[src/td_pkg.sv]
`default_nettype none

package td_pkg;

    // ---------------------------------------------------------------------
    // step phases and unit states

    typedef enum logic [2:0] {
        REST,
        INIT,
        SUMMON_DETECT,
        SUMMON_PLACE,
        MARCH,
        PURSE,
        INCOME,
        FINISH
    } step_phase_e;

    typedef enum logic [2:0] {
        NONE,
        MOVE,
        WINDUP,
        STRIKE,
        RECOVER
    } unit_state_e;

    typedef logic [1:0]  unit_type_t;
    typedef logic [9:0]  x_pos_t;
    typedef logic [11:0] hp_t;
    typedef logic [14:0] money_t;
    typedef logic [2:0]  purse_level_t;

    typedef struct packed {
        logic [11:0] hp;
        logic [8:0]  atk;
        logic [3:0]  cooldown;
        logic [4:0]  speed;
        logic [7:0]  range;
    } unit_stats_t;

    typedef struct packed {
        logic        exist;
        unit_type_t  utype;
        x_pos_t      x;
        unit_state_e state;
        logic [3:0]  state_cnt;
    } unit_t;

    // ---------------------------------------------------------------------
    // game tables

    localparam unit_stats_t UNIT_STATS [4] = '{
        '{hp: 12'd100,  atk: 9'd30,  cooldown: 4'd1, speed: 5'd10, range: 8'd20},
        '{hp: 12'd400,  atk: 9'd80,  cooldown: 4'd2, speed: 5'd5,  range: 8'd30},
        '{hp: 12'd300,  atk: 9'd60,  cooldown: 4'd3, speed: 5'd8,  range: 8'd100},
        '{hp: 12'd1000, atk: 9'd200, cooldown: 4'd4, speed: 5'd4,  range: 8'd40}
    };

    localparam money_t UNIT_COST [4] = '{15'd50, 15'd100, 15'd200, 15'd400};

    // level 7 has no upgrade
    localparam money_t PURSE_UPGRADE_COST [8] = '{
        15'd40, 15'd80, 15'd160, 15'd280, 15'd400, 15'd560, 15'd800, 15'd0
    };
    localparam money_t PURSE_MAX [8] = '{
        15'd100, 15'd200, 15'd400, 15'd600, 15'd800, 15'd1000, 15'd1200, 15'd1500
    };
    localparam money_t PURSE_INCOME [8] = '{
        15'd1, 15'd2, 15'd2, 15'd3, 15'd4, 15'd5, 15'd5, 15'd5
    };

    localparam x_pos_t ARMY_SPAWN_X = 10'd570;
    localparam x_pos_t TOWER_E_X    = 10'd70;   // enemy tower face

endpackage

`default_nettype wire

[src/step_if.sv]
`timescale 1ns/1ns
`default_nettype none

interface step_if #(
    parameter int NUM_SLOTS = 8
);

    td_pkg::step_phase_e          phase;
    logic [$clog2(NUM_SLOTS)-1:0] slot_idx;
    logic                         slot_last;   // scan sits on the final slot
    logic                         placed;      // unit written this cycle
    logic                         place_idle;  // no valid affordable summon

    modport sequencer (
        output phase,
        output slot_idx,
        input  slot_last,
        input  placed,
        input  place_idle
    );

    // army table side
    modport army (
        input  phase,
        input  slot_idx,
        output slot_last,
        output place_idle
    );

    modport purse (
        input  phase,
        input  placed
    );

endinterface

`default_nettype wire

[src/click_latch.sv]
`timescale 1ns/1ns
`default_nettype none

module click_latch (
    input  wire                 clk_25MHz,
    input  wire                 rst,
    input  wire [3:0]           summon_click,
    input  wire                 upgrade_click,
    step_if.purse               step,
    output logic                summon_valid,
    output td_pkg::unit_type_t  summon_type,
    output logic                upgrade_req
);

    logic [3:0]         summon_req;     // sticky button bits
    td_pkg::unit_type_t low_type;
    logic               summon_take;
    logic               upgrade_take;

    assign summon_take  = (step.phase == td_pkg::SUMMON_DETECT);
    assign upgrade_take = (step.phase == td_pkg::PURSE);

    // lowest set request wins
    always_comb begin
        low_type = 2'd0;
        for (int i = 3; i >= 0; i--) begin
            if (summon_req[i]) begin
                low_type = td_pkg::unit_type_t'(i);
            end
        end
    end

    always_ff @(posedge clk_25MHz or posedge rst) begin
        if (rst) begin
            summon_req   <= 4'b0;
            upgrade_req  <= 1'b0;
            summon_valid <= 1'b0;
            summon_type  <= 2'd0;
        end else begin
            // a click in the clearing cycle still sets its bit
            summon_req  <= summon_click | (summon_take ? 4'b0 : summon_req);
            upgrade_req <= upgrade_click | (upgrade_take ? 1'b0 : upgrade_req);
            if (summon_take) begin
                summon_valid <= |summon_req;    // held through SUMMON_PLACE
                summon_type  <= low_type;
            end
        end
    end

endmodule

`default_nettype wire

[src/step_sequencer.sv]
`timescale 1ns/1ns
`default_nettype none

module step_sequencer #(
    parameter int NUM_SLOTS = 8
) (
    input  wire         clk_25MHz,
    input  wire         rst,
    input  wire         start,
    input  wire         frame_tick,
    step_if.sequencer   step,
    output logic        step_done
);

    localparam int IDX_W = $clog2(NUM_SLOTS);

    td_pkg::step_phase_e phase;
    td_pkg::step_phase_e phase_next;
    logic [IDX_W-1:0]    idx;

    assign step.phase    = phase;
    assign step.slot_idx = idx;
    assign step_done     = (phase == td_pkg::FINISH);

    always_comb begin
        phase_next = phase;
        case (phase)
            td_pkg::REST: begin
                if (frame_tick) begin
                    phase_next = td_pkg::SUMMON_DETECT;
                end
            end
            td_pkg::INIT:          phase_next = td_pkg::REST;
            td_pkg::SUMMON_DETECT: phase_next = td_pkg::SUMMON_PLACE;
            td_pkg::SUMMON_PLACE: begin
                if (step.placed || step.slot_last || step.place_idle) begin
                    phase_next = td_pkg::MARCH;
                end
            end
            td_pkg::MARCH: begin
                if (step.slot_last) begin
                    phase_next = td_pkg::PURSE;
                end
            end
            td_pkg::PURSE:  phase_next = td_pkg::INCOME;
            td_pkg::INCOME: phase_next = td_pkg::FINISH;
            td_pkg::FINISH: phase_next = td_pkg::REST;
            default:        phase_next = td_pkg::REST;
        endcase
        if (start) begin
            phase_next = td_pkg::INIT;  // from any phase
        end
    end

    always_ff @(posedge clk_25MHz or posedge rst) begin
        if (rst) begin
            phase <= td_pkg::REST;
            idx   <= '0;
        end else begin
            phase <= phase_next;
            if (phase_next != phase) begin
                idx <= '0;  // fresh scan on phase entry
            end else if (phase == td_pkg::SUMMON_PLACE || phase == td_pkg::MARCH) begin
                idx <= idx + 1'b1;
            end
        end
    end

endmodule

`default_nettype wire

[src/army_table.sv]
`timescale 1ns/1ns
`default_nettype none

module army_table #(
    parameter int          NUM_SLOTS     = 8,
    parameter td_pkg::hp_t TOWER_HP_INIT = 12'd4000
) (
    input  wire                 clk_25MHz,
    input  wire                 rst,
    step_if.army                step,
    input  wire                 summon_valid,
    input  wire td_pkg::unit_type_t summon_type,
    input  wire                 affordable,
    output td_pkg::hp_t         tower_hp,
    output logic [3:0]          unit_count,
    output logic                place_ok
);

    td_pkg::unit_t       slots [NUM_SLOTS];
    td_pkg::unit_t       cur;
    td_pkg::unit_t       marched;
    td_pkg::unit_t       spawn;
    td_pkg::unit_stats_t st;
    logic [10:0]         strike_line;
    logic                in_range;
    logic                strike;
    td_pkg::hp_t         tower_hit;

    assign cur = slots[step.slot_idx];
    assign st  = td_pkg::UNIT_STATS[cur.utype];

    assign step.slot_last  = (step.slot_idx == NUM_SLOTS - 1);
    assign step.place_idle = !(summon_valid && affordable);
    assign place_ok = (step.phase == td_pkg::SUMMON_PLACE) && summon_valid
                      && affordable && !cur.exist;

    assign spawn = '{exist: 1'b1, utype: summon_type, x: td_pkg::ARMY_SPAWN_X,
                     state: td_pkg::MOVE, state_cnt: 4'd0};

    // x - range at or below the tower face
    assign strike_line = 11'(td_pkg::TOWER_E_X) + 11'(st.range);
    assign in_range    = (11'(cur.x) <= strike_line);

    assign tower_hit = (td_pkg::hp_t'(st.atk) >= tower_hp) ? 12'd0
                     : tower_hp - td_pkg::hp_t'(st.atk);

    // ---------------------------------------------------------------------
    // per-slot march and attack cycle
    always_comb begin
        marched = cur;
        strike  = 1'b0;
        case (cur.state)
            td_pkg::MOVE: begin
                if (in_range) begin
                    marched.state     = td_pkg::WINDUP;
                    marched.state_cnt = 4'd0;
                end else begin
                    marched.x = cur.x - 10'(st.speed);
                end
            end
            td_pkg::WINDUP: begin
                if (cur.state_cnt == st.cooldown) begin
                    marched.state     = td_pkg::STRIKE;
                    marched.state_cnt = 4'd0;
                end else begin
                    marched.state_cnt = cur.state_cnt + 1'b1;
                end
            end
            td_pkg::STRIKE: begin
                strike            = cur.exist;
                marched.state     = td_pkg::RECOVER;
                marched.state_cnt = 4'd0;
            end
            td_pkg::RECOVER: begin
                if (cur.state_cnt == st.cooldown) begin
                    marched.state     = td_pkg::MOVE;   // re-checks range next step
                    marched.state_cnt = 4'd0;
                end else begin
                    marched.state_cnt = cur.state_cnt + 1'b1;
                end
            end
            default: begin
                marched.state     = td_pkg::MOVE;
                marched.state_cnt = 4'd0;
            end
        endcase
    end

    always_ff @(posedge clk_25MHz or posedge rst) begin
        if (rst) begin
            for (int i = 0; i < NUM_SLOTS; i++) begin
                slots[i] <= '0;
            end
            tower_hp <= TOWER_HP_INIT;
        end else begin
            case (step.phase)
                td_pkg::INIT: begin
                    for (int i = 0; i < NUM_SLOTS; i++) begin
                        slots[i] <= '0;
                    end
                    tower_hp <= TOWER_HP_INIT;
                end
                td_pkg::SUMMON_PLACE: begin
                    if (place_ok) begin
                        slots[step.slot_idx] <= spawn;
                    end
                end
                td_pkg::MARCH: begin
                    if (cur.exist) begin
                        slots[step.slot_idx] <= marched;
                    end
                    if (strike) begin
                        tower_hp <= tower_hit;  // saturates at 0
                    end
                end
                default: ;
            endcase
        end
    end

    always_comb begin
        unit_count = 4'd0;
        for (int i = 0; i < NUM_SLOTS; i++) begin
            unit_count = unit_count + 4'(slots[i].exist);
        end
    end

endmodule

`default_nettype wire

[src/purse_ctrl.sv]
`timescale 1ns/1ns
`default_nettype none

module purse_ctrl (
    input  wire                     clk_25MHz,
    input  wire                     rst,
    step_if.purse                   step,
    input  wire                     summon_valid,
    input  wire td_pkg::unit_type_t summon_type,
    input  wire                     upgrade_req,
    output logic                    affordable,
    output logic                    can_upgrade,
    output td_pkg::money_t          money,
    output td_pkg::purse_level_t    purse_level
);

    td_pkg::money_t unit_cost;
    td_pkg::money_t upgrade_cost;
    td_pkg::money_t money_cap;
    logic [15:0]    income_sum;     // one spare bit for the cap compare

    assign unit_cost    = td_pkg::UNIT_COST[summon_type];
    assign upgrade_cost = td_pkg::PURSE_UPGRADE_COST[purse_level];
    assign money_cap    = td_pkg::PURSE_MAX[purse_level];

    assign affordable  = summon_valid && (money >= unit_cost);
    assign can_upgrade = (purse_level != 3'd7) && (money >= upgrade_cost);

    assign income_sum = {1'b0, money} + {1'b0, td_pkg::PURSE_INCOME[purse_level]};

    always_ff @(posedge clk_25MHz or posedge rst) begin
        if (rst) begin
            money       <= 15'd0;
            purse_level <= 3'd0;
        end else begin
            case (step.phase)
                td_pkg::INIT: begin
                    money       <= 15'd0;
                    purse_level <= 3'd0;
                end
                td_pkg::SUMMON_PLACE: begin
                    if (step.placed) begin
                        money <= money - unit_cost;
                    end
                end
                td_pkg::PURSE: begin
                    if (upgrade_req && can_upgrade) begin
                        money       <= money - upgrade_cost;
                        purse_level <= purse_level + 1'b1;
                    end
                end
                td_pkg::INCOME: begin
                    if (income_sum > {1'b0, money_cap}) begin
                        money <= money_cap;
                    end else begin
                        money <= income_sum[14:0];
                    end
                end
                default: ;
            endcase
        end
    end

endmodule

`default_nettype wire

[src/game_engine.sv]
`timescale 1ns/1ns
`default_nettype none

module game_engine #(
    parameter int          NUM_SLOTS     = 8,
    parameter td_pkg::hp_t TOWER_HP_INIT = 12'd4000
) (
    input  wire                     clk_25MHz,
    input  wire                     rst,
    input  wire                     start,
    input  wire                     frame_tick,
    input  wire [3:0]               summon_click,
    input  wire                     upgrade_click,
    output td_pkg::money_t          money,
    output td_pkg::purse_level_t    purse_level,
    output logic                    can_upgrade,
    output td_pkg::hp_t             tower_hp,
    output logic [3:0]              unit_count,
    output logic                    step_done,
    output logic                    game_win
);

    step_if #(.NUM_SLOTS(NUM_SLOTS)) step ();

    logic               summon_valid;
    td_pkg::unit_type_t summon_type;
    logic               upgrade_req;
    logic               affordable;
    logic               place_ok;

    assign step.placed = place_ok;

    step_sequencer #(
        .NUM_SLOTS(NUM_SLOTS)
    ) step_sequencer_inst (
        .clk_25MHz (clk_25MHz),
        .rst       (rst),
        .start     (start),
        .frame_tick(frame_tick),
        .step      (step.sequencer),
        .step_done (step_done)
    );

    click_latch click_latch_inst (
        .clk_25MHz    (clk_25MHz),
        .rst          (rst),
        .summon_click (summon_click),
        .upgrade_click(upgrade_click),
        .step         (step.purse),
        .summon_valid (summon_valid),
        .summon_type  (summon_type),
        .upgrade_req  (upgrade_req)
    );

    army_table #(
        .NUM_SLOTS    (NUM_SLOTS),
        .TOWER_HP_INIT(TOWER_HP_INIT)
    ) army_table_inst (
        .clk_25MHz   (clk_25MHz),
        .rst         (rst),
        .step        (step.army),
        .summon_valid(summon_valid),
        .summon_type (summon_type),
        .affordable  (affordable),
        .tower_hp    (tower_hp),
        .unit_count  (unit_count),
        .place_ok    (place_ok)
    );

    purse_ctrl purse_ctrl_inst (
        .clk_25MHz   (clk_25MHz),
        .rst         (rst),
        .step        (step.purse),
        .summon_valid(summon_valid),
        .summon_type (summon_type),
        .upgrade_req (upgrade_req),
        .affordable  (affordable),
        .can_upgrade (can_upgrade),
        .money       (money),
        .purse_level (purse_level)
    );

    assign game_win = step_done && (tower_hp == 12'd0);    // seen once per step

endmodule

`default_nettype wire

[config.mk]
export PLATFORM = sky130hd
export DESIGN_NAME = game_engine
export DESIGN_NICKNAME = d
export VERILOG_FILES = /design/src/td_pkg.sv /design/src/step_if.sv /design/src/click_latch.sv /design/src/step_sequencer.sv /design/src/army_table.sv /design/src/purse_ctrl.sv /design/src/game_engine.sv
export SDC_FILE = /design/constraint.sdc
export NUM_CORES = 1
export LEC_CHECK = 0
export CAP_MARGIN = 20
export CORE_MARGIN = 4
export CORE_UTILIZATION = 25
export DETAILED_ROUTE_END_ITERATION = 8
export DONT_BUFFER_PORTS = 1
export SETUP_SLACK_MARGIN = 0.3
export SLEW_MARGIN = 20
export SYNTH_ARGS = -nofsm -noshare
export SYNTH_HDL_FRONTEND = slang
export SYNTH_SLANG_ARGS = --single-unit
export TNS_END_PERCENT = 100
[constraint.sdc]
create_clock -name clk_25MHz -period 9.5 [get_ports clk_25MHz]
set_input_delay 1.9 -clock clk_25MHz [delete_from_list [all_inputs] [get_ports clk_25MHz]]
set_output_delay 1.9 -clock clk_25MHz [all_outputs]
set_load 0.02 [all_outputs]
Word level (Yosys, flattened, before mapping)
Memory sizes are Yosys's and may differ from the RTL's.
Cells that the tools add are included.

storage, ports and cells
  memories kept = 3
  bits in read-only memories = 360
  register bits = 204

memories
  name              depth  bits a word  read ports  clocked after Yosys merged registers in  write ports  line              text
  (name not given)  8      15           1           0                                        0            purse_ctrl.sv:24  assign money_cap = td_pkg::PURSE_MAX[purse_level];
  (name not given)  8      15           1           0                                        0            purse_ctrl.sv:23  assign upgrade_cost = td_pkg::PURSE_UPGRADE_COST[purse_level];
  (name not given)  8      15           1           0                                        0            purse_ctrl.sv:29  assign income_sum = {1'b0, money} + {1'b0, td_pkg::PURSE_INCOME[purse_level]};

cells by class
  reduce and logical (&&, ||, !) cells = 27
  add/subtract/negate cells = 16
  bitwise operators = 6
  equal/unequal tests = 19
  multiplexer cells = 52
  $lt $le $gt $ge = 10

operator list
  operator                                             number
  one-hot mux 160 bit (3 select lines)                 1
  bitwise mux 160 bit                                  2
  2-to-1 mux 160 bit                                   2
  2-to-1 mux 15 bit                                    11
  binary-select mux 38 bit (select 2 bit)              1
  binary-select mux 20 bit (select 3 bit)              1
  demux 20 bit (select 3 bit)                          1
  2-to-1 mux 20 bit                                    3
  one-hot mux 15 bit (4 select lines)                  1
  2-to-1 mux 26 bit                                    2
  binary-select mux 15 bit (select 2 bit)              1
  greater-or-equal comparator 15 bit                   2
  subtractor 15 bit                                    2
  one-hot mux 7 bit (4 select lines)                   1
  2-to-1 mux 3 bit                                     9
  adder 4 x 1 -> 4 bit                                 6
  2-to-1 mux 12 bit                                    2
  one-hot mux 12 bit (2 select lines)                  1
  one-hot mux 3 bit (7 select lines)                   1
  2-to-1 mux 10 bit                                    2
  equality test 3 bit, second input constant           6
  adder 15 x 15 -> 16 bit                              1
  > comparator 16 x 15 -> 1 bit                        1
  equality test 3 x 2 -> 1 bit, second input constant  4
  other kinds (38)                                     66

Logic depth before layout (Yosys ltp)
Gate-level depths: netlist of the first run.

  depth after elaboration = 15
  depth in mapped cells = 22
  gate-level depth less buffers = 20

Hierarchy
Synthesis of the first run repeated with hierarchy kept, for this count alone.

unflattened totals
  cell total of the unflattened synthesis = 1393
  area, all modules = 12964.9 um^2

modules (own cells, without submodules)
  module          cells each  area an instance (um^2)  instances
  army_table      954         9379.0                   1
  purse_ctrl      358         2812.7                   1
  step_sequencer  48          407.9                    1
  click_latch     28          332.8                    1
  game_engine     5           32.5                     1

Worst setup path before layout of the first run
OpenSTA, ideal clock, no wires.

  path type = flip-flop to output port
  start = register army_table_inst.slots[139] (netlist name)
  end = output unit_count[1]
  data required time = 7.600 ns
  arrival time = 2.637 ns
  cell stages (with the launch flop) = 10
  path slack = 4.963 ns
  cell sequence = dfrtp_1 > ha_1 > inv_1 > fa_1 > fa_1 > inv_1 > fa_1 > inv_1 > fa_1 > inv_1

on the way
  word-level cells in the longest chain between the ends = 7

ends and longest elaborated chain
  element                             line               text
  from (decl)                         army_table.sv:19   td_pkg::unit_t slots [NUM_SLOTS];
  from (signal, indexed assignment)   army_table.sv:105  slots[step.slot_idx] <= spawn;
  from (signal, indexed assignment)   army_table.sv:110  slots[step.slot_idx] <= marched;
  adder 1 x 1 -> 2 bit                army_table.sv:124  unit_count = unit_count + 4'(slots[i].exist);
  adder 4 x 1 -> 4 bit (6 in series)  army_table.sv:124
  to (decl)                           game_engine.sv:18  output logic [3:0] unit_count,

Every way passes these cells.

Final worst setup path of the first run
  start = register step_sequencer_inst.idx[0] (netlist: step_sequencer_inst.step.slot_idx[0])
  end = register army_table_inst.slots[128] (netlist name)

on the way
  word-level cells in the longest chain between the ends = 15
  elaborated cells between the ends (all ways) = 29

ends and longest elaborated chain
  element                                                line                                                    text
  from (decl)                                            step_sequencer.sv:19                                    logic [IDX_W-1:0] idx;
  from (signal assigned)                                 step_sequencer.sv:64                                    idx <= idx + 1'b1;
  NOT 3 -> 4 bit (implied by the code) *                 army_table.sv:29, army_table.sv:105, army_table.sv:110
  binary-select mux 20 bit (select 3 bit)                army_table.sv:29                                        assign cur = slots[step.slot_idx];
  2-to-1 mux 20 bit (implied by the code) (2 in series)  army_table.sv:29
  NOT 2 -> 3 bit (implied by the code)                   army_table.sv:30                                        assign st = td_pkg::UNIT_STATS[cur.utype];
  binary-select mux 38 bit (select 2 bit)                army_table.sv:30
  2-to-1 mux 26 bit (implied by the code) (2 in series)  army_table.sv:30
  adder 7 x 8 -> 9 bit                                   army_table.sv:41                                        assign strike_line = 11'(td_pkg::TOWER_E_X) + 11'(st.range);
  less-or-equal comparator 10 x 11 -> 1 bit              army_table.sv:42                                        assign in_range = (11'(cur.x) <= strike_line);
  2-to-1 mux 10 bit                                      army_table.sv:54                                        if (in_range) begin
  2-to-1 mux 10 bit                                      army_table.sv:52                                        case (cur.state)
  bitwise mux 160 bit                                    army_table.sv:110
  2-to-1 mux 160 bit                                     army_table.sv:109                                       if (cur.exist) begin
  one-hot mux 160 bit (3 select lines)                   army_table.sv:96                                        case (step.phase)

Every way passes the cells marked *; elsewhere a longest branch is shown, timed or not. The select of a mux whose other input is x is not followed.
A chain may end at the register's enable or synchronous reset.

==> results.cfg, run 1 <==
[setup_path]
critPathBufInv = 3
path_delay_family = compound AO/OA/AOI/OAI gates
endpoint = army_table_inst.slots[128]
crit_required_ns = 9.92
critPathArrivalTime_ns = 6.03
r2r_slack_ns = 3.90
critPathMaxStageDelay_ns = 0.73
cp_slowest_cell = dfrtp_2
endpoint_kind = flop
reg2reg_to = army_table_inst.slots[128]
startpoint_type = flop
cp_max_fo = 32
crit_type = flop to flop
r2r_start = step_sequencer_inst.step.slot_idx[0]
r2r_cells = 16
critical_path.cell_chain = buf_4 -> mux2i_1 -> nor2_1 -> or4_1 -> inv_1 -> ha_1 -> inv_1 -> ha_1 -> nand4_1 -> o21bai_1 -> a31oi_1 -> o2bb2ai_2 -> a21oi_2 -> mux2i_1 -> o21ai_1 -> o21ai_0
startpoint = step_sequencer_inst.step.slot_idx[0]
crit_cells = 16

[yosys]
synth_area_leaders = dfrtp_1 (38%), o21ai_0 (6.6%), ha_1 (6.4%), nand2_1 (4.0%), nor2_1 (3.2%)
synthAdderAreaFrac = 0.0776
synth_most_common_cell = dfrtp_1
synth_edf_count = 0
synth_compound_area_frac = 0.217
ys.warnings.count = 0
ys_seq_elements = 203
synthFlopType = dfrtp_1
seq_area_frac_synth = 0.397
synth.distinct_cells = 94
synth_nets = 1467
synth_area_leader_cell = dfrtp_1
synth_top_family_by_area = compound AO/OA/AOI/OAI gates
syn_area_mm2 = 0.0128
synth-xor-area-share = 0.0274
synth_mux_area_frac = 0.0668
async_flop_share = 1.00
synth_top_area_frac = 0.385
synth_common_cells = dfrtp_1 (197), o21ai_0 (168), nand2_1 (136), nor2_1 (109), ha_1 (65)
synth.avg_cell_area_um2 = 9.25
yosys.area_share.simple = 0.167
synth_cells = 1384

[finish]
drive_gt1_frac = 0.0892
nFillCells = 5282
nNetsFinal = 1446
final_area_mm2 = 0.0142
antenna_cells = 0
finalNonFillerCells = 2051
area_delta_synth_final_pct = 10.6

[clock_network]
cts_setup_buffers = 0
htree_levels = 1
clk_pin_slew_ns = 0.06
cts_sinks = 203
cts_buffer_depth = 3
cts_resized = 0
cts_hold_buf = 0
numCtsBuffers = 22
cts_tree = built
clkLatencyLatePin_ns = 0.52
cts_root_buf = clkbuf_16

[grt]
grt_usage = 0.146
grt_max_degree = 136
grt-ovfl-total = 0
first_global_vias = 10879
grt_pass1_wl_um = 64300
grt_antenna_before_repair = 0

[routing]
viasPerCell = 5.41
post_drt_wl_per_cell_um = 19.9
routed-via-count = 11096
initialDrtViolationCount = 1153
ant_nets = 0
drtPass1Iterations = 6
drc_errors = 0
wl_um = 40900

[placement]
pre_cts_slack_ns = 4.04
gp_congestion = 0.959
io_buffers = 0
dp_cells = 2011
placed_area_mm2 = 0.0135
dp_hpwl_um = 28200

[power_and_ir_drop]
p_sw_uw = 1500
p_leak_uw = 0.00595
power_density_mw_per_mm2 = 239
seq_power_share = 0.309
internal_power_uw = 1890
power_uw = 3390
combPwrFrac = 0.443
switching_share = 0.443
p_clk_frac = 0.247
irDropWorstVdd_mv = 0.146

[die]
dieArea_mm2 = 0.0549
die_h_um = 234
row_count = 82
die_w_um = 234
coreArea_mm2 = 0.0504
initial_core_util = 0.254
ios = 46

[sta]
finalCritPeriodShare = 0.590
hold_viol = 0
rsz0062_at_grt = false
slew_headroom = 0.347
final-max-slew-violation-count = 0
post-route-min-period_ns = 5.60
skew_ns = 0.0140
setup_tns_ns = 0
worst_slew_pin_slew_ns = 0.976
max_freq_mhz = 178
setup_viol = 0
fin_ws_ns = 3.90

[min_path]
min_path_type = flop to flop

[run]
maxCapViolations = 0

[outcome]
outcome = completed
-- layout by cell type (no fill, tap or decap), types with 9 or more instances in the layout --
cell type and n:
a211oi_1 9, a21o_1 14, a21oi_1 61, a22o_1 43, a31oi_1 11, buf_4 22, clkbuf_16 23, clkinv_2 9
dfrtp_1 195, fa_1 9, ha_1 65, inv_1 61, mux2_2 19, mux2i_1 30, nand2_1 136, nand2b_1 28
nand3_1 31, nand4_1 15, nor2_1 109, nor2b_1 15, nor3_1 28, nor4_1 12, o21a_1 10, o21ai_0 167
o21ai_1 10, o22ai_1 19, o31ai_1 9, xnor2_1 29, xor2_1 11
-- how the worst min path moves through the flow --
stage	endpoint	depth (start not counted)	from	slack, ns
finish	army_table_inst.slots[133]	2	army_table_inst.slots[133]	0.47
global route	army_table_inst.slots[135]	2	army_table_inst.slots[135]	0.50
CTS	army_table_inst.slots[133]	2	army_table_inst.slots[133]	0.48
detailed placement	army_table_inst.slots[133]	2	army_table_inst.slots[133]	0.46
global placement	army_table_inst.slots[134]	2	army_table_inst.slots[134]	0.45
floorplan	army_table_inst.slots[122]	2	army_table_inst.slots[122]	0.44
-- power by group through the flow --
stage	clock (µW)	sequential (µW)	combinational, µW
after floorplan	0	1010	1070
after global placement	0	1060	1450
after detailed placement	0	1060	1460
after CTS	851	1050	1470
after global routing	886	1060	1640
final	838	1050	1500
-- logic make-up (layout without fill, tap and decap cells) --
group | count (synthesis) | count (layout)
and+or+nand+nor | 438 | 438
AOI/OAI and AO/OA | 432 | 432
DFF | 203 | 203
buffers and inverters | 132 | 127
adders and majority gates | 74 | 74
muxes | 64 | 64
xor gates and xnor gates | 40 | 40
other | 1 | 1
-- registers in the layout, indices dropped and copies added, names as in the netlist --
register                           cells
step_sequencer_inst.step.slot_idx      3
purse_ctrl_inst.money                 15
army_table_inst.slots                160
click_latch_inst.summon_valid          1
click_latch_inst.upgrade_req           1
step_sequencer_inst.step.phase         3
click_latch_inst.summon_type           2
click_latch_inst.summon_req            4
purse_ctrl_inst.purse_level            3
army_table_inst.tower_hp              11
-- cell type report --
cell class	instances	area (µm²)	area share
timing repair buffer	22	165	0.0117
sequential	203	5090	0.359
tap	672	841	0.0593
inverter	65	251	0.0177
multi-input combinational	1049	7130	0.503
clock inverter	11	60.1	0.00424
clock buffer	29	628	0.0443
-- worst reg2reg max path, cell delays in order, from the launching register on --
cell and delay [ns]:
dfrtp_2 0.73, buf_4 0.50, mux2i_1 0.24, nor2_1 0.06, or4_1 0.69, inv_1 0.37, ha_1 0.25, inv_1 0.05
ha_1 0.30, nand4_1 0.12, o21bai_1 0.18, a31oi_1 0.17, o2bb2ai_2 0.14, a21oi_2 0.52, mux2i_1 0.63, o21ai_1 0.30
o21ai_0 0.25
-- metal layers --
layer / vias up / track usage / share of wire
li1: 5008 / - / -
met1: 5495 / 0.206 / 0.44
met2: 515 / 0.234 / 0.45
met3: 78 / 0.0224 / 0.079
met4: 0 / 0.0412 / 0.031
met5: - / 0 / 0
-- stage by stage --
step	util	hold slack, ns
2_1_floorplan	-	0.442
3_5_place_dp	0.267	0.463
4_1_cts	0.281	0.477
3_3_place_gp	0.267	0.454
5_1_grt	0.281	0.501
6_report	0.281	0.473
Note: power is estimated with default switching activity, not from simulation.
==> run 2: changes to the inputs <==
==> constraint.sdc (replaced) <==
create_clock -name clk_25MHz -period 5 [get_ports clk_25MHz]
set_input_delay 1 -clock clk_25MHz [delete_from_list [all_inputs] [get_ports clk_25MHz]]
set_output_delay 1 -clock clk_25MHz [all_outputs]
set_load 0.02 [all_outputs]
==> run 2 against run 1 <==
  * Worst setup slack got worse by 3.4 ns
  * Total power increased by 100%
  * Highest routed layer unchanged
  * Clock power increased by 120%
  * First-iteration DRC count increased by 25%
  * Utilization increased by 1.0 points
  * Die area unchanged
  * Design area increased by 3.7%
==> results.cfg, run 2 (same netlist as run 1, synthesis figures left out) <==
[setup_path]
crit_type = flop to flop
critPathArrivalTime_ns = 4.89
cp_max_fo = 21
r2r_slack_ns = 0.53
r2r_start = step_sequencer_inst.step.slot_idx[0]
r2r_cells = 17
endpoint_kind = flop
reg2reg_to = army_table_inst.slots[156]
crit_required_ns = 5.41
startpoint_type = flop

[grt]
grt_antenna_before_repair = 0
grt-ovfl-total = 0
grt_usage = 0.151
first_global_vias = 11007
grt_max_degree = 76
grt_pass1_wl_um = 65700

[finish]
antenna_cells = 0
final_common_cell = dfrtp_1
top_regs = army_table_inst.slots (160), purse_ctrl_inst.money (15), army_table_inst.tower_hp (11)
drive_gt1_frac = 0.121
area_delta_synth_final_pct = 14.7
final_cell_mix = dfrtp_1 (194), o21ai_0 (167), nand2_1 (136)
largest_reg_flops = 160
final_area_mm2 = 0.0147
nNetsFinal = 1484
regMostFlops = army_table_inst.slots

[die]
die_w_um = 234
coreArea_mm2 = 0.0504
die_h_um = 234
row_count = 82
dieArea_mm2 = 0.0549
ios = 46
initial_core_util = 0.254

[sta]
rsz0062_at_grt = true
hold_viol = 0
post-route-min-period_ns = 4.47
skew_ns = 0.0251
setup_tns_ns = 0
slew_headroom = 0.318
finalCritPeriodShare = 0.895
worst_slew_pin_slew_ns = 1.02
final-max-slew-violation-count = 0
max_freq_mhz = 224
setup_viol = 0

[power_and_ir_drop]
irDropWorstVdd_mv = 0.228
p_leak_uw = 0.00621
power_density_mw_per_mm2 = 465

[routing]
ant_nets = 0
drc_errors = 0
routed-via-count = 11123
post_drt_wl_per_cell_um = 20.1
initialDrtViolationCount = 1440
viasPerCell = 5.32
drtPass1Iterations = 8
wl_um = 42000

[clock_network]
cts_sinks = 203
numCtsBuffers = 22
clkLatencyLatePin_ns = 0.54
htree_levels = 1
cts_hold_buf = 0
cts_tree = built
cts_root_buf = clkbuf_16
cts_buffer_depth = 3
clk_pin_slew_ns = 0.07

[placement]
dp_hpwl_um = 30300
gp_congestion = 0.945
placed_area_mm2 = 0.0138
io_buffers = 0

[outcome]
outcome = completed

[min_path]
min_path_type = input pin to asynchronous set/reset pin

[run]
maxCapViolations = 0
## run 2: worst max-delay path: stages (launching register included)
cell	delay, ns
dfrtp_4	0.61
or2b_1	0.23
nor2_1	0.06
a22o_1	0.23
a221oi_1	0.26
nand3_2	0.20
inv_1	0.17
ha_1	0.20
inv_1	0.05
ha_1	0.29
nand4_1	0.11
o21bai_1	0.17
a31oi_1	0.17
o2bb2ai_2	0.15
a211oi_4	0.52
nand2_4	0.24
mux2_4	0.35
a311o_1	0.33
## run 2: power breakdown
part	total [µW]	switching (µW)	internal, µW
sequential	1960	210	1750
clock	1830	725	1110
combinational	3040	1960	1080
## run 2: area by class of cell
cell class,instances,area [µm²]
multi-input cells,1049,7210
repair buffers,60,492
clock inverters,10,168
inverters,65,250
fillers,5271,35700
flip-flops and latches,203,5090
clock buffers,30,641
well taps,672,841
## run 2: how the worst max path moves through the flow
stage	from	to	slack, ns	cells past startpoint
3_3_place_gp	purse_ctrl_inst.purse_level[1]	purse_ctrl_inst.money[6]	0.44	21
4_1_cts	step_sequencer_inst.step.slot_idx[0]	army_table_inst.slots[132]	0.36	14
3_5_place_dp	step_sequencer_inst.step.slot_idx[0]	army_table_inst.slots[132]	0.40	14
6_report	step_sequencer_inst.step.slot_idx[0]	army_table_inst.slots[156]	0.53	17
2_1_floorplan	purse_ctrl_inst.purse_level[0]	purse_ctrl_inst.money[4]	0.60	21
5_1_grt	step_sequencer_inst.step.slot_idx[0]	army_table_inst.slots[154]	0.29	14
## run 2: metal layers
metal	vias up	global-route usage	routed length (µm)
met1	5509	0.208	18400
li1	5068	-	-
met5	-	0	0
met2	457	0.244	19300
met3	89	0.0318	3280
met4	0	0.0343	997
## run 2: what timing repair did
action	CTS	global route
endpoints found under the setup margin	0	77
resized for setup	0	18
buffers inserted	0	3
## run 2: per-stage QoR
step	setup WS [ns]	cells	hold slack [ns]	util	total power, µW
floorplan	0.598	1384	0.442	-	3950
global placement	0.443	2046	0.456	0.273	4850
detailed placement	0.399	2046	0.463	0.273	4870
CTS	0.362	2086	0.460	0.289	6720
global route	0.293	2089	0.492	0.292	7220
finish	0.527	2089	0.456	0.292	6830
==> run 3: changes to the inputs <==
--- a/config.mk
+++ b/config.mk
@@ -7,9 +7,11 @@
 export LEC_CHECK = 0
 export CAP_MARGIN = 20
 export CORE_MARGIN = 4
-export CORE_UTILIZATION = 25
+export CORE_UTILIZATION = 60
+export CTS_BUF_LIST = sky130_fd_sc_hd__clkbuf_4
 export DETAILED_ROUTE_END_ITERATION = 8
 export DONT_BUFFER_PORTS = 1
+export PLACE_DENSITY = 0.79
 export SETUP_SLACK_MARGIN = 0.3
 export SLEW_MARGIN = 20
 export SYNTH_ARGS = -nofsm -noshare
==> run 3 against run 2 <==
  * Largest cell class unchanged
  * Clock skew up 0.061 ns
  * Critical endpoint unchanged
  * Cell count down 17%
  * Sequential share of layout area up 1.9 points
  * Utilization rose by 37 points
  * Clock-buffer cell count up 54
  * Routed wire length down 8.8%
  * Register-to-register slack is essentially flat
==> results.cfg, run 3 (same netlist as run 1, synthesis figures left out) <==
[setup_path]
crit_type = flop to flop
r2r_start = step_sequencer_inst.step.slot_idx[0]
endpoint_kind = flop
critPathBufInv = 2
critPathArrivalTime_ns = 5.03
startpoint_type = flop
critPathMaxStageDelay_ns = 0.58
reg2reg_to = army_table_inst.slots[156]
critical_path.cell_chain = or2b_1 -> nor2_1 -> a22o_1 -> a221oi_1 -> nand3_2 -> inv_1 -> ha_1 -> inv_1 -> ha_1 -> nand4_1 -> o21bai_1 -> a31oi_1 -> o2bb2ai_2 -> a211oi_4 -> nand2_4 -> mux2_4 -> a311o_1
cp_slowest_cell = dfrtp_2
crit_required_ns = 5.56
path_delay_family = compound AO/OA/AOI/OAI gates
r2r_slack_ns = 0.53
r2r_cells = 17
cp_max_fo = 23

[grt]
grt_usage = 0.324
grt_antenna_before_repair = 1
grt_pass1_wl_um = 62100
first_global_vias = 11422
grt_max_degree = 78
grt-ovfl-total = 0

[die]
ios = 46
die_h_um = 154
coreArea_mm2 = 0.0210
dieArea_mm2 = 0.0237
initial_core_util = 0.609
row_count = 53
die_w_um = 154

[sta]
worst_slew_pin_slew_ns = 1.01
final-max-slew-violation-count = 0
finalCritPeriodShare = 0.894
hold_viol = 0
post-route-min-period_ns = 4.47
rsz0062_at_grt = false
slew_headroom = 0.329
setup_viol = 0
skew_ns = 0.0856
setup_tns_ns = 0
max_freq_mhz = 224

[finish]
top_regs = army_table_inst.slots (160), purse_ctrl_inst.money (15), army_table_inst.tower_hp (11)
final_cell_mix = dfrtp_1 (194), o21ai_0 (167), nand2_1 (136)
regMostFlops = army_table_inst.slots
nFillCells = 1709
drive_gt1_frac = 0.144
largest_reg_flops = 160
final_area_mm2 = 0.0139
nNetsFinal = 1507
final_common_cell = dfrtp_1
area_delta_synth_final_pct = 8.80

[clock_network]
clkLatencyLatePin_ns = 0.73
numCtsBuffers = 53
cts_sinks = 203
htree_levels = 2
clk_pin_slew_ns = 0.07
cts_tree = built
cts_buffer_depth = 3
cts_setup_buffers = 0
cts_root_buf = clkbuf_4
cts_resized = 0
cts_hold_buf = 0

[placement]
dp_hpwl_um = 27300
gp_congestion = 1.01
placed_area_mm2 = 0.0132
io_buffers = 0

[outcome]
outcome = completed

[routing]
post_drt_wl_per_cell_um = 22.0
ant_nets = 0
drtPass1Iterations = 6
initialDrtViolationCount = 1373
viasPerCell = 6.61
routed-via-count = 11480
wl_um = 38300
drc_errors = 0

[power_and_ir_drop]
irDropWorstVdd_mv = 0.229
power_density_mw_per_mm2 = 455
p_leak_uw = 0.00617

[min_path]
worstHoldStart = start
min_path_type = input pin to flop
hold_depth = 1
hold_path_end = step_sequencer_inst.step.phase[1]

[run]
maxCapViolations = 0
[run 3: cell types whose count changed in the layout (fill, tap and decap cells not counted), moves of 4 or more]
| cell | delta |
|---|---|
| clkbuf_16 | -22 |
| clkinv_1 | +4 |
| buf_4 | -5 |
| clkbuf_4 | +84 |
| clkbuf_8 | -6 |
| bufinv_16 | -4 |
[run 3: power breakdown]
part / switching [µW] / total, µW / internal [µW] / leakage, µW
logic: 1880 / 2880 / 1000 / 0.00300
registers: 225 / 1970 / 1750 / 0.00276
clock network: 727 / 1490 / 759 / 0.000405
[run 3: cell type report]
cell class              instances  area [µm²]  share of cell area
inverters                      65         248              0.0178
clock buffers                  84         631              0.0453
diodes                          1        2.50            0.000180
flip-flops and latches        203        5090               0.365
multi-input cells            1049        7170               0.515
clock inverters                 8        45.0             0.00323
well taps                     275         344              0.0247
repair buffers                 52         403              0.0289
[run 3: metrics by stage]
stage / power (µW) / std cells / hold slack, ns / setup WS (ns) / utilization
2_1_floorplan: 3950 / 1384 / 0.442 / 0.598 / -
3_3_place_gp: 4710 / 1644 / 0.455 / 0.593 / 0.628
3_5_place_dp: 4760 / 1644 / 0.463 / 0.475 / 0.629
4_1_cts: 6240 / 1736 / 0.345 / 0.470 / 0.661
5_1_grt: 6710 / 1737 / 0.353 / 0.304 / 0.663
6_report: 6340 / 1737 / 0.368 / 0.529 / 0.663
[run 3: worst register-to-register path, cell delays in order (launching register included)]
cell	delay, ns
dfrtp_2	0.58
or2b_1	0.31
nor2_1	0.07
a22o_1	0.23
a221oi_1	0.29
nand3_2	0.21
inv_1	0.17
ha_1	0.20
inv_1	0.06
ha_1	0.30
nand4_1	0.13
o21bai_1	0.18
a31oi_1	0.16
o2bb2ai_2	0.16
a211oi_4	0.48
nand2_4	0.20
mux2_4	0.34
a311o_1	0.31
[run 3: worst max path at each step]
stage                                         startpoint                    endpoint  slack (ns)  depth (start not counted)
finish              step_sequencer_inst.step.slot_idx[0]  army_table_inst.slots[156]        0.53                         17
global route        step_sequencer_inst.step.slot_idx[0]  army_table_inst.slots[156]        0.30                         17
CTS                 step_sequencer_inst.step.slot_idx[0]   army_table_inst.slots[70]        0.47                         17
detailed placement  step_sequencer_inst.step.slot_idx[0]  army_table_inst.slots[150]        0.47                         17
global placement          purse_ctrl_inst.purse_level[1]   purse_ctrl_inst.money[10]        0.59                         21
floorplan                 purse_ctrl_inst.purse_level[0]    purse_ctrl_inst.money[4]        0.60                         21
[run 3: metal layers]
| metal | vias to the layer above | global-route usage | wire, µm |
|---|---|---|---|
| li1 | 5153 | - | - |
| met1 | 5466 | 0.424 | 14700 |
| met2 | 684 | 0.517 | 17400 |
| met3 | 177 | 0.0777 | 4160 |
| met4 | 0 | 0.138 | 1970 |
| met5 | - | 0 | 0 |
